$ cat src/logic/conv_cfg_pkg.sv
// conv_cfg_pkg
// shared constants, field types and payload layouts for the
// configuration controller of the convolution accelerator

package conv_cfg_pkg;

	localparam int CFG_WORDS    = 6;            // intake words per frame
	localparam int ACT_DEPTH    = 4096;         // activation buffer, words
	localparam int WEIGHT_DEPTH = 8192;         // weight buffer, words
	localparam logic [31:0] DDR_OFFSET = 32'h1000_0000;

	typedef logic [31:0] word_t;
	typedef logic [8:0]  img_dim_t;             // square image side
	typedef logic [11:0] chan_t;
	typedef logic [24:0] len_t;
	typedef logic [7:0]  tile_t;
	typedef logic [2:0]  tile_log_t;
	typedef logic [31:0] frame_cnt_t;

	typedef enum logic [2:0] {
		IDLE_INTAKE,
		CALC,
		SEND,
		WAIT_READY,
		FINISH
	} cfg_state_t;

	////////////////////////////////////////////////////////////////////////////
	// payloads, word 0 sits in the low 32 bits and goes out first
	////////////////////////////////////////////////////////////////////////////

	typedef struct packed {
		word_t       rd_bytes;                  // word 3
		word_t       act_raddr;                 // word 2
		word_t       act_waddr;                 // word 1
		logic [1:0]  rsvd;
		logic [21:0] line_len;
		tile_t       a_tile;                    // word 0
	} dm_cfg_t;

	typedef struct packed {
		word_t       sync_num;                  // word 2
		word_t       w_addr;                    // word 1
		logic [5:0]  rsvd;
		logic        workmode;
		len_t        weight_len;                // word 0
	} wm_cfg_t;

	typedef struct packed {
		logic [11:0] rsvd2;
		tile_t       w_tile;
		chan_t       och_per_tile;              // word 2
		word_t       b_addr;                    // word 1
		logic [14:0] rsvd0;
		chan_t       och;
		logic        workmode;
		logic        mode_1_1;
		logic [2:0]  flags;                     // word 0, relu/bias/bit-intercept
	} pp_cfg_t;

endpackage

$ cat src/logic/cfg_word_counter.sv
// cfg_word_counter
// counts accepted intake words of one frame, flags the last one

`timescale 1ns/1ps

module cfg_word_counter (
	input  logic       clk,
	input  logic       rst_n,
	input  logic       i_clr,
	input  logic       i_step,
	output logic       o_last,
	output logic [2:0] o_count
);

	localparam logic [2:0] LAST_IDX = 3'(conv_cfg_pkg::CFG_WORDS - 1);

	assign o_last = i_step && (o_count == LAST_IDX);

	always_ff @(posedge clk) begin
		if (!rst_n) begin
			o_count <= '0;
		end else if (i_clr || o_last) begin
			o_count <= '0;                      // wrap for the next frame
		end else if (i_step) begin
			o_count <= o_count + 3'd1;
		end
	end

	a_count_range: assert property (@(posedge clk) disable iff (!rst_n)
		o_count <= LAST_IDX);

endmodule

$ cat src/logic/cfg_fsm.sv
// cfg_fsm
// phase sequencer through intake, calculation, send, consumer wait and finish
// also collects stream done pulses and counts frames

`timescale 1ns/1ps

module cfg_fsm (
	input  logic                     clk,
	input  logic                     rst_n,
	input  logic                     i_cfg_valid,
	input  logic                     i_words_last,
	input  logic                     i_calc_done,
	input  logic                     i_dm_done,
	input  logic                     i_wm_done,
	input  logic                     i_pp_done,
	input  logic                     i_dm_ready,
	input  logic                     i_wm_ready,
	input  logic                     i_pp_ready,
	output logic                     o_cfg_ready,
	output logic                     o_calc_start,
	output logic                     o_send_start,
	output logic                     o_cnt_clr,
	output conv_cfg_pkg::frame_cnt_t o_frame_cnt,
	output conv_cfg_pkg::cfg_state_t o_status
);

	conv_cfg_pkg::cfg_state_t state, state_nx;
	logic [2:0] done_seen;
	logic [2:0] done_all;
	logic       intake_done;

	assign intake_done  = i_cfg_valid && o_cfg_ready && i_words_last;
	assign done_all     = done_seen | {i_dm_done, i_wm_done, i_pp_done};
	assign o_send_start = (state == conv_cfg_pkg::CALC) && i_calc_done;
	assign o_cnt_clr    = (state == conv_cfg_pkg::FINISH);
	assign o_status     = state;

	always_comb begin
		state_nx = state;
		case (state)
			conv_cfg_pkg::IDLE_INTAKE: if (intake_done) state_nx = conv_cfg_pkg::CALC;
			conv_cfg_pkg::CALC:        if (i_calc_done) state_nx = conv_cfg_pkg::SEND;
			conv_cfg_pkg::SEND:        if (&done_all) state_nx = conv_cfg_pkg::WAIT_READY;
			conv_cfg_pkg::WAIT_READY:
				if (i_dm_ready && i_wm_ready && i_pp_ready) state_nx = conv_cfg_pkg::FINISH;
			default:                   state_nx = conv_cfg_pkg::IDLE_INTAKE;
		endcase
	end

	always_ff @(posedge clk) begin
		if (!rst_n) begin
			state        <= conv_cfg_pkg::IDLE_INTAKE;
			o_cfg_ready  <= 1'b0;               // held low through reset
			o_calc_start <= 1'b0;
			done_seen    <= '0;
			o_frame_cnt  <= '0;
		end else begin
			state        <= state_nx;
			o_cfg_ready  <= (state_nx == conv_cfg_pkg::IDLE_INTAKE);
			o_calc_start <= intake_done;        // fields captured by then
			if (o_send_start)
				done_seen <= '0;
			else
				done_seen <= done_all;
			if (state == conv_cfg_pkg::FINISH)
				o_frame_cnt <= o_frame_cnt + 32'd1;
		end
	end

	// calculator done only lands while CALC waits for it
	a_send_start: assert property (@(posedge clk) disable iff (!rst_n)
		i_calc_done |-> (state == conv_cfg_pkg::CALC));

endmodule

$ cat src/logic/cfg_capture.sv
// cfg_capture
// decodes intake words by position into layer fields,
// addresses get the DDR offset on the way in

`timescale 1ns/1ps

module cfg_capture (
	input  logic                   clk,
	input  logic                   rst_n,
	input  logic                   i_load,
	input  logic [2:0]             i_index,
	input  conv_cfg_pkg::word_t    i_word,
	output logic                   o_mode_1_1,
	output logic [2:0]             o_flags,
	output conv_cfg_pkg::img_dim_t o_img,
	output conv_cfg_pkg::chan_t    o_ich,
	output conv_cfg_pkg::chan_t    o_och,
	output conv_cfg_pkg::word_t    o_act_waddr,
	output conv_cfg_pkg::word_t    o_act_raddr,
	output conv_cfg_pkg::word_t    o_w_addr,
	output conv_cfg_pkg::word_t    o_b_addr
);

	conv_cfg_pkg::word_t addr;

	assign addr = i_word + conv_cfg_pkg::DDR_OFFSET;

	// mode switches
	always_ff @(posedge clk) begin
		if (!rst_n) begin
			o_mode_1_1 <= 1'b0;
			o_flags    <= '0;
		end else if (i_load && i_index == 3'd0) begin
			o_mode_1_1 <= i_word[0];           // 1x1 kernel
			o_flags    <= i_word[3:1];
		end
	end

	// dimensions and addresses
	always_ff @(posedge clk) begin
		if (i_load) begin
			case (i_index)
				3'd0: o_img <= i_word[16:8];
				3'd1: begin
					o_ich <= i_word[11:0];
					o_och <= i_word[23:12];
				end
				3'd2: o_act_waddr <= addr;
				3'd3: o_act_raddr <= addr;
				3'd4: o_w_addr    <= addr;
				3'd5: o_b_addr    <= addr;
				default: ;
			endcase
		end
	end

endmodule

$ cat src/logic/param_calc.sv
// param_calc
// derives lengths, work mode and tile counts from the captured fields
// and packs the three consumer payloads, takes a few cycles per frame

`timescale 1ns/1ps

module param_calc (
	input  logic                   clk,
	input  logic                   rst_n,
	input  logic                   i_start,
	input  logic                   i_mode_1_1,
	input  logic [2:0]             i_flags,
	input  conv_cfg_pkg::img_dim_t i_img,
	input  conv_cfg_pkg::chan_t    i_ich,
	input  conv_cfg_pkg::chan_t    i_och,
	input  conv_cfg_pkg::word_t    i_act_waddr,
	input  conv_cfg_pkg::word_t    i_act_raddr,
	input  conv_cfg_pkg::word_t    i_w_addr,
	input  conv_cfg_pkg::word_t    i_b_addr,
	output logic                   o_done,
	output conv_cfg_pkg::dm_cfg_t  o_dm,
	output conv_cfg_pkg::wm_cfg_t  o_wm,
	output conv_cfg_pkg::pp_cfg_t  o_pp
);

	typedef enum logic [2:0] {S_IDLE, S_MUL, S_MODE, S_TILE, S_PACK, S_DONE} calc_state_t;

	calc_state_t            state;
	logic [17:0]            img_sq;
	conv_cfg_pkg::len_t     act_len;
	conv_cfg_pkg::len_t     weight_rlen;
	logic                   workmode;
	conv_cfg_pkg::tile_log_t a_log;
	conv_cfg_pkg::tile_log_t w_log;
	conv_cfg_pkg::tile_t    a_tile;
	conv_cfg_pkg::tile_t    w_tile;
	logic [25:0]            rd_bytes;
	logic [22:0]            sync_num;

	assign a_tile   = 8'd1 << a_log;
	assign w_tile   = 8'd1 << w_log;
	assign rd_bytes = {act_len, 1'b0} >> a_log;            // bytes per tile
	assign sync_num = weight_rlen[24:2] >> w_log;
	assign o_done   = (state == S_DONE);

	always_ff @(posedge clk) begin
		if (!rst_n) begin
			state <= S_IDLE;
		end else begin
			case (state)
				S_IDLE: if (i_start) state <= S_MUL;
				S_MUL:  state <= S_MODE;
				S_MODE: state <= S_TILE;
				S_TILE: begin
					if (!workmode) begin
						if ((act_len >> a_log) <= conv_cfg_pkg::ACT_DEPTH || a_log == 3'd7)
							state <= S_PACK;
					end else begin
						if ((weight_rlen >> w_log) <= conv_cfg_pkg::WEIGHT_DEPTH || w_log == 3'd7)
							state <= S_PACK;
					end
				end
				S_PACK: state <= S_DONE;
				default: state <= S_IDLE;
			endcase
		end
	end

	////////////////////////////////////////////////////////////////////////////
	// datapath
	////////////////////////////////////////////////////////////////////////////

	always_ff @(posedge clk) begin
		case (state)
			S_IDLE: begin
				img_sq      <= i_img * i_img;
				weight_rlen <= conv_cfg_pkg::len_t'(i_ich) * conv_cfg_pkg::len_t'(i_och);
				a_log       <= '0;
				w_log       <= '0;
			end
			S_MUL: begin
				act_len <= conv_cfg_pkg::len_t'(img_sq) * conv_cfg_pkg::len_t'(i_ich);
				if (!i_mode_1_1)
					weight_rlen <= weight_rlen * 25'd9;        // 3x3 kernel
			end
			S_MODE: workmode <= (weight_rlen > conv_cfg_pkg::WEIGHT_DEPTH);
			S_TILE: begin
				// one doubling per cycle, capped at tile 128
				if (!workmode && (act_len >> a_log) > conv_cfg_pkg::ACT_DEPTH && a_log != 3'd7)
					a_log <= a_log + 3'd1;
				if (workmode && (weight_rlen >> w_log) > conv_cfg_pkg::WEIGHT_DEPTH
						&& w_log != 3'd7)
					w_log <= w_log + 3'd1;
			end
			S_PACK: begin
				o_dm.rd_bytes     <= 32'(rd_bytes);
				o_dm.act_raddr    <= i_act_raddr;
				o_dm.act_waddr    <= i_act_waddr;
				o_dm.rsvd         <= '0;
				o_dm.line_len     <= act_len[24:3];
				o_dm.a_tile       <= a_tile;
				o_wm.sync_num     <= 32'(sync_num);
				o_wm.w_addr       <= i_w_addr;
				o_wm.rsvd         <= '0;
				o_wm.workmode     <= workmode;
				o_wm.weight_len   <= weight_rlen;
				o_pp.rsvd2        <= '0;
				o_pp.w_tile       <= w_tile;
				o_pp.och_per_tile <= i_och >> w_log;
				o_pp.b_addr       <= i_b_addr;
				o_pp.rsvd0        <= '0;
				o_pp.och          <= i_och;
				o_pp.workmode     <= workmode;
				o_pp.mode_1_1     <= i_mode_1_1;
				o_pp.flags        <= i_flags;
			end
			default: ;
		endcase
	end

endmodule

$ cat src/logic/cfg_stream_tx.sv
// cfg_stream_tx
// sends one payload as 32-bit words over valid/ready, word 0 first,
// pulses done the cycle after the last word is taken

`timescale 1ns/1ps

module cfg_stream_tx #(
	parameter type payload_t = conv_cfg_pkg::dm_cfg_t
) (
	input  logic                clk,
	input  logic                rst_n,
	input  logic                i_start,
	input  payload_t            i_payload,
	input  logic                i_ready,
	output logic                o_valid,
	output conv_cfg_pkg::word_t o_data,
	output logic                o_done
);

	localparam int N_WORDS = $bits(payload_t) / 32;
	localparam int IDX_W   = (N_WORDS > 1) ? $clog2(N_WORDS) : 1;
	localparam logic [IDX_W-1:0] LAST_IDX = IDX_W'(N_WORDS - 1);

	logic [$bits(payload_t)-1:0] shadow;
	logic [IDX_W-1:0]            idx;
	logic                        take;

	assign take   = o_valid && i_ready;
	assign o_data = shadow[idx*32 +: 32];

	always_ff @(posedge clk) begin
		if (i_start && !o_valid)
			shadow <= i_payload;
	end

	always_ff @(posedge clk) begin
		if (!rst_n) begin
			o_valid <= 1'b0;
			o_done  <= 1'b0;
			idx     <= '0;
		end else begin
			o_done <= take && (idx == LAST_IDX);
			if (i_start && !o_valid) begin
				o_valid <= 1'b1;
				idx     <= '0;
			end else if (take) begin
				if (idx == LAST_IDX)
					o_valid <= 1'b0;
				else
					idx <= idx + 1'b1;
			end
		end
	end

	// word held until the consumer takes it
	a_hold: assert property (@(posedge clk) disable iff (!rst_n)
		o_valid && !i_ready |=> o_valid && $stable(o_data));

endmodule

$ cat src/logic/conv_cfg_top.sv
// conv_cfg_top
// configuration controller: word intake, parameter derivation and
// three configuration streams for data manager, weight manager, post-processor

`timescale 1ns/1ps

module conv_cfg_top (
	input  logic                     clk,
	input  logic                     rst_n,
	input  logic                     i_cfg_valid,
	output logic                     o_cfg_ready,
	input  conv_cfg_pkg::word_t      i_cfg_data,
	output logic                     o_dm_valid,
	input  logic                     i_dm_ready,
	output conv_cfg_pkg::word_t      o_dm_data,
	output logic                     o_wm_valid,
	input  logic                     i_wm_ready,
	output conv_cfg_pkg::word_t      o_wm_data,
	output logic                     o_pp_valid,
	input  logic                     i_pp_ready,
	output conv_cfg_pkg::word_t      o_pp_data,
	output conv_cfg_pkg::frame_cnt_t o_frame_cnt,
	output conv_cfg_pkg::cfg_state_t o_status
);

	logic                   cfg_accept, words_last, cnt_clr;
	logic [2:0]             word_idx;
	logic                   calc_start, calc_done, send_start;
	logic                   dm_done, wm_done, pp_done;
	logic                   mode_1_1;
	logic [2:0]             flags;
	conv_cfg_pkg::img_dim_t img;
	conv_cfg_pkg::chan_t    ich, och;
	conv_cfg_pkg::word_t    act_waddr, act_raddr, w_addr, b_addr;
	conv_cfg_pkg::dm_cfg_t  dm_cfg;
	conv_cfg_pkg::wm_cfg_t  wm_cfg;
	conv_cfg_pkg::pp_cfg_t  pp_cfg;

	assign cfg_accept = i_cfg_valid && o_cfg_ready;

	cfg_word_counter u_cnt (
		.clk(clk), .rst_n(rst_n), .i_clr(cnt_clr), .i_step(cfg_accept),
		.o_last(words_last), .o_count(word_idx)
	);

	cfg_fsm u_fsm (
		.clk(clk), .rst_n(rst_n), .i_cfg_valid(i_cfg_valid), .i_words_last(words_last),
		.i_calc_done(calc_done), .i_dm_done(dm_done), .i_wm_done(wm_done),
		.i_pp_done(pp_done), .i_dm_ready(i_dm_ready), .i_wm_ready(i_wm_ready),
		.i_pp_ready(i_pp_ready), .o_cfg_ready(o_cfg_ready), .o_calc_start(calc_start),
		.o_send_start(send_start), .o_cnt_clr(cnt_clr), .o_frame_cnt(o_frame_cnt),
		.o_status(o_status)
	);

	cfg_capture u_cap (
		.clk(clk), .rst_n(rst_n), .i_load(cfg_accept), .i_index(word_idx),
		.i_word(i_cfg_data), .o_mode_1_1(mode_1_1), .o_flags(flags), .o_img(img),
		.o_ich(ich), .o_och(och), .o_act_waddr(act_waddr), .o_act_raddr(act_raddr),
		.o_w_addr(w_addr), .o_b_addr(b_addr)
	);

	param_calc u_calc (
		.clk(clk), .rst_n(rst_n), .i_start(calc_start), .i_mode_1_1(mode_1_1),
		.i_flags(flags), .i_img(img), .i_ich(ich), .i_och(och),
		.i_act_waddr(act_waddr), .i_act_raddr(act_raddr), .i_w_addr(w_addr),
		.i_b_addr(b_addr), .o_done(calc_done), .o_dm(dm_cfg), .o_wm(wm_cfg), .o_pp(pp_cfg)
	);

	////////////////////////////////////////////////////////////////////////////
	// output streams
	////////////////////////////////////////////////////////////////////////////

	cfg_stream_tx #(.payload_t(conv_cfg_pkg::dm_cfg_t)) tx_dm (
		.clk(clk), .rst_n(rst_n), .i_start(send_start), .i_payload(dm_cfg),
		.i_ready(i_dm_ready), .o_valid(o_dm_valid), .o_data(o_dm_data), .o_done(dm_done)
	);

	cfg_stream_tx #(.payload_t(conv_cfg_pkg::wm_cfg_t)) tx_wm (
		.clk(clk), .rst_n(rst_n), .i_start(send_start), .i_payload(wm_cfg),
		.i_ready(i_wm_ready), .o_valid(o_wm_valid), .o_data(o_wm_data), .o_done(wm_done)
	);

	cfg_stream_tx #(.payload_t(conv_cfg_pkg::pp_cfg_t)) tx_pp (
		.clk(clk), .rst_n(rst_n), .i_start(send_start), .i_payload(pp_cfg),
		.i_ready(i_pp_ready), .o_valid(o_pp_valid), .o_data(o_pp_data), .o_done(pp_done)
	);

endmodule

$ cat config.mk
export PLATFORM = sky130hd
export DESIGN_NAME = conv_cfg_top
export DESIGN_NICKNAME = d
export VERILOG_FILES = /design/src/logic/conv_cfg_pkg.sv /design/src/logic/cfg_word_counter.sv /design/src/logic/cfg_fsm.sv /design/src/logic/cfg_capture.sv /design/src/logic/param_calc.sv /design/src/logic/cfg_stream_tx.sv /design/src/logic/conv_cfg_top.sv
export SDC_FILE = /design/constraint.sdc
export NUM_CORES = 2
export LEC_CHECK = 0
export BUFFER_PORTS_ARGS = -buffer_cell sky130_fd_sc_hd__buf_2
export CORE_MARGIN = 1
export CORE_UTILIZATION = 33
export CTS_CLUSTER_DIAMETER = 60
export CTS_CLUSTER_SIZE = 8
export DETAILED_ROUTE_END_ITERATION = 8
export MAX_ROUTING_LAYER = met4
export PLACE_DENSITY = 0.51
export RECOVER_POWER = 25
export REMOVE_ABC_BUFFERS = 1
export SLEW_MARGIN = 15
export SYNTH_ARGS = -nofsm -noshare
export SYNTH_HDL_FRONTEND = slang
export SYNTH_HIERARCHICAL = 1
export SYNTH_SLANG_ARGS = --single-unit
$ cat constraint.sdc
create_clock -name clk -period 24.1 [get_ports clk]
set_clock_uncertainty 0.1 [all_clocks]
set_input_delay 6.025 -clock clk [delete_from_list [all_inputs] [get_ports clk]]
set_output_delay 6.025 -clock clk [all_outputs]
set_load 0.02 [all_outputs]
==> results list <==
- Synth warnings: 6
- The share of total power dissipated in the clock network is 0.233.
- Of the total power, registers draw 0.277.
- Slew headroom: 0.2465
- In the final design database the tool counted 4230 nets.
- Number of max-slew violations in the final report: 0
- Fill cells in the final layout number 13450.
* Start-to-end type of the worst setup path: reg -> out
* Wire length of the first global-routing pass: 175900 microns
- Cell internal power was estimated by the tool at 4.366 mW.
* Final setup violation count: 0
- Setup repair after global routing left no endpoint under its margin.
- By area the synthesized netlist is led by edfxtp_1, fa_1, ha_1.
- Combinational Power Share: 0.490
- Proportion of register bits with asynchronous set or reset after synthesis: 0
- Final cycle utilization of the critical path: 0.3842
- Post-synth top flop: edfxtp_1
* LEAKAGE: 20.12 nW
- Clock-pin slew was measured on the worst setup and hold paths at 0.05 ns.
- Yosys top cell area share: 0.5266
- Number of gates resized after CTS: 0
- Vias in the first global route: 27500
* Area occupied by registers: 0.02599 sq mm
* Total via count after detailed routing: 27100
- Class of the tightest hold or removal check: reg -> reg
* Total routing resource utilization after global routing: 0.1691
- Worst Path Required: 17.98 ns
- Cell taking the most area after synthesis: edfxtp_1
* Detailed Place HPWL: 81160 microns
- Timing would allow up to 0.1080 GHz.
- In this run the standard cell core region covers 0.1414 sq mm.
* Pin count of the biggest net entering global routing: 154
- Post-synthesis cell type count: 102
* Postcts setup bufs: 0
- The H-tree was split into 4 levels.
- The floorplan step set the die height to 379.4 microns.
- Power per standard cell area: 135.0 mW/mm^2
* Syn Std Cell Area: 0.04699 sq mm
* Final ANT Viol Nets: 0
* Switching portion of total power: 0.3939
* Total power after layout: 7.203 mW
- In this run, synthesis produced a sequential element count of 886.
* Max-cap violations: 0
- Result of the run: completed
- Final Critical Period: 9.258 ns
- Clock buffer count from CTS: 131
- In this run the deepest clock path goes through 3 buffers.
* Number of buffers added to fix hold violations after cts: 0
* Detailed-route DRC error count: 0
- Count of flip-flops with a built-in enable after synthesis: 824
* Grt ovf: 0
* Synth Instances: 3511
* Routed WL per cell: 20.70 microns
- Final hold violations: 0
* Sink Count: 886
- TritonCTS built the clock tree.
* Sw Pwr: 2.837 mW
* Data arrival time of the critical path: 3.13 ns
* Syn avg cell area: 13.38 sq um
- IR analysis of the VDD net gives a maximum drop of 0.0002872 V.
* Via density per instance: 4.791
- Core occupancy in the finished layout: 0.3772
- TNS Setup: 0 ns
* Fin Hold WS: 0.3049 ns
- The worst setup path is launched from a flop.
* Clock Latency Late Sink: 0.73 ns
- The die covers 0.1439 sq mm.
- The most common cell in the synthesized netlist is edfxtp_1.
- For this configuration, the core starts out at a cell density of 0.3323.
- Root Buffer Master: clkbuf_16
- Initial antenna violation count: 6
- Transition at the pin with the smallest max-transition slack: 1.130 ns
- Final RePlAce weighted congestion: 0.8501
* Number of standard-cell rows in the floorplan: 138
* Count of pins on the block boundary: 173
* Port Buf Inserts: 172
- Sequential-to-total area share from yosys stat: 0.5530
- First DRT Iteration DRCs: 1712
- After synthesis, the most frequently instantiated cells are edfxtp_1, nand2_1, inv_1.
- Relative area change from synthesis to final layout: 13.52%
- The first detailed-routing pass ran for 5 iterations.
* Layout cells sized above 1: 0.1243
- Wires add up to 117100 microns.
* Type of element capturing the critical path: output port
- In this run the horizontal extent of the chip is 379.4 microns.
- The multi-input combinational cells in the finished layout cover a total of 0.01858 sq mm.
- In this run the worst path has a maximum fanout of 35.
## state kept, by name (all words and copies together) (netlist names), 69 cells and up
register	count
tx_dm/shadow	128
tx_wm/shadow	96
u_calc/o_pp	69
u_calc/o_wm	80
u_calc/o_dm	120
tx_pp/shadow	96
## area by class of cell
type | instances | area share
well taps | 1890 | 0.04433
multi-input cells | 2088 | 0.3484
diodes | 1 | 0.00004691
clock inverters | 19 | 0.005418
inverters | 387 | 0.02723
repair buffers | 219 | 0.02256
clock buffers | 167 | 0.06479
flip-flops and latches | 886 | 0.4873
## metal layers
metal	up-vias	routed length (microns)	track usage	share of wire
met5	-	0	-	0
met3	143	6181	0.02979	0.053
met1	13770	52540	0.2221	0.45
met4	0	2171	0.04131	0.019
li1	12460	-	-	-
met2	726	56180	0.2713	0.48
## layout by cell type, fill, tap and decap left out, drive strengths merged, types with 31 or more instances in the layout
| cell type | count |
|---|---|
| a21oi | 89 |
| xnor2 | 70 |
| xor2 | 33 |
| ha | 203 |
| mux2 | 31 |
| buf | 213 |
| nor2 | 102 |
| nand2 | 406 |
| dfxtp | 62 |
| and2 | 173 |
| mux2i | 123 |
| o21ai | 140 |
| edfxtp | 824 |
| mux4 | 48 |
| clkbuf | 173 |
| inv | 396 |
| conb | 50 |
| fa | 276 |
## path summary, 6_finish.rpt
check                                    from                          endpoint  slack, ns  cells past startpoint
setup reg to reg     u_cap/o_och[5]$_DFFE_PP_  u_calc/weight_rlen[21]$_DFFE_PP_      17.21                     19
hold reg to reg   u_cap/o_w_addr[7]$_DFFE_PP_         u_calc/o_wm[39]$_DFFE_PP_       0.30                      0
setup / recovery    tx_pp/idx[1]$_SDFFE_PP0P_                      o_pp_data[9]      14.84                      4
hold / removal    u_cap/o_w_addr[7]$_DFFE_PP_         u_calc/o_wm[39]$_DFFE_PP_       0.30                      0
## through the flow
stage | worst slack, ns | instance area [sq um] | instances
final | 14.84 | 53340 | 5657
after global routing | 14.69 | 53340 | 5657
after CTS | 14.82 | 53360 | 5656
after detailed placement | 15.61 | 49620 | 5470
after global placement | 15.72 | 49620 | 5470
after floorplan | 1.968 | 45940 | 3361
## cells by family after synthesis
logic type      Yosys count  synth area share
simple gates            895           0.09453
flops                   886            0.5530
buf+inv                 586           0.05709
fa+ha+maj               479            0.1716
compound gates          359           0.04681
mux                     202           0.05767
xor+xnor                103           0.01920
other cells               1        0.00007980
## critical path, stage by stage, from the launching register on
cell and delay [ns]:
dfxtp_2 0.84, nor2b_4 0.88, nand2_1 0.13, o21ai_1 0.30
buf_2 0.26
## power groups by stage
stage                     clock, mW  combinational (mW)  sequential, mW
after global placement            0                3.50            2.02
after CTS                      1.72                3.55            1.99
after global routing           1.78                4.01            2.00
final                          1.68                3.53            1.99
after detailed placement          0                3.53            2.02
after floorplan                   0                2.58            1.96
No activity file was read; power rests on OpenSTA's default activity.
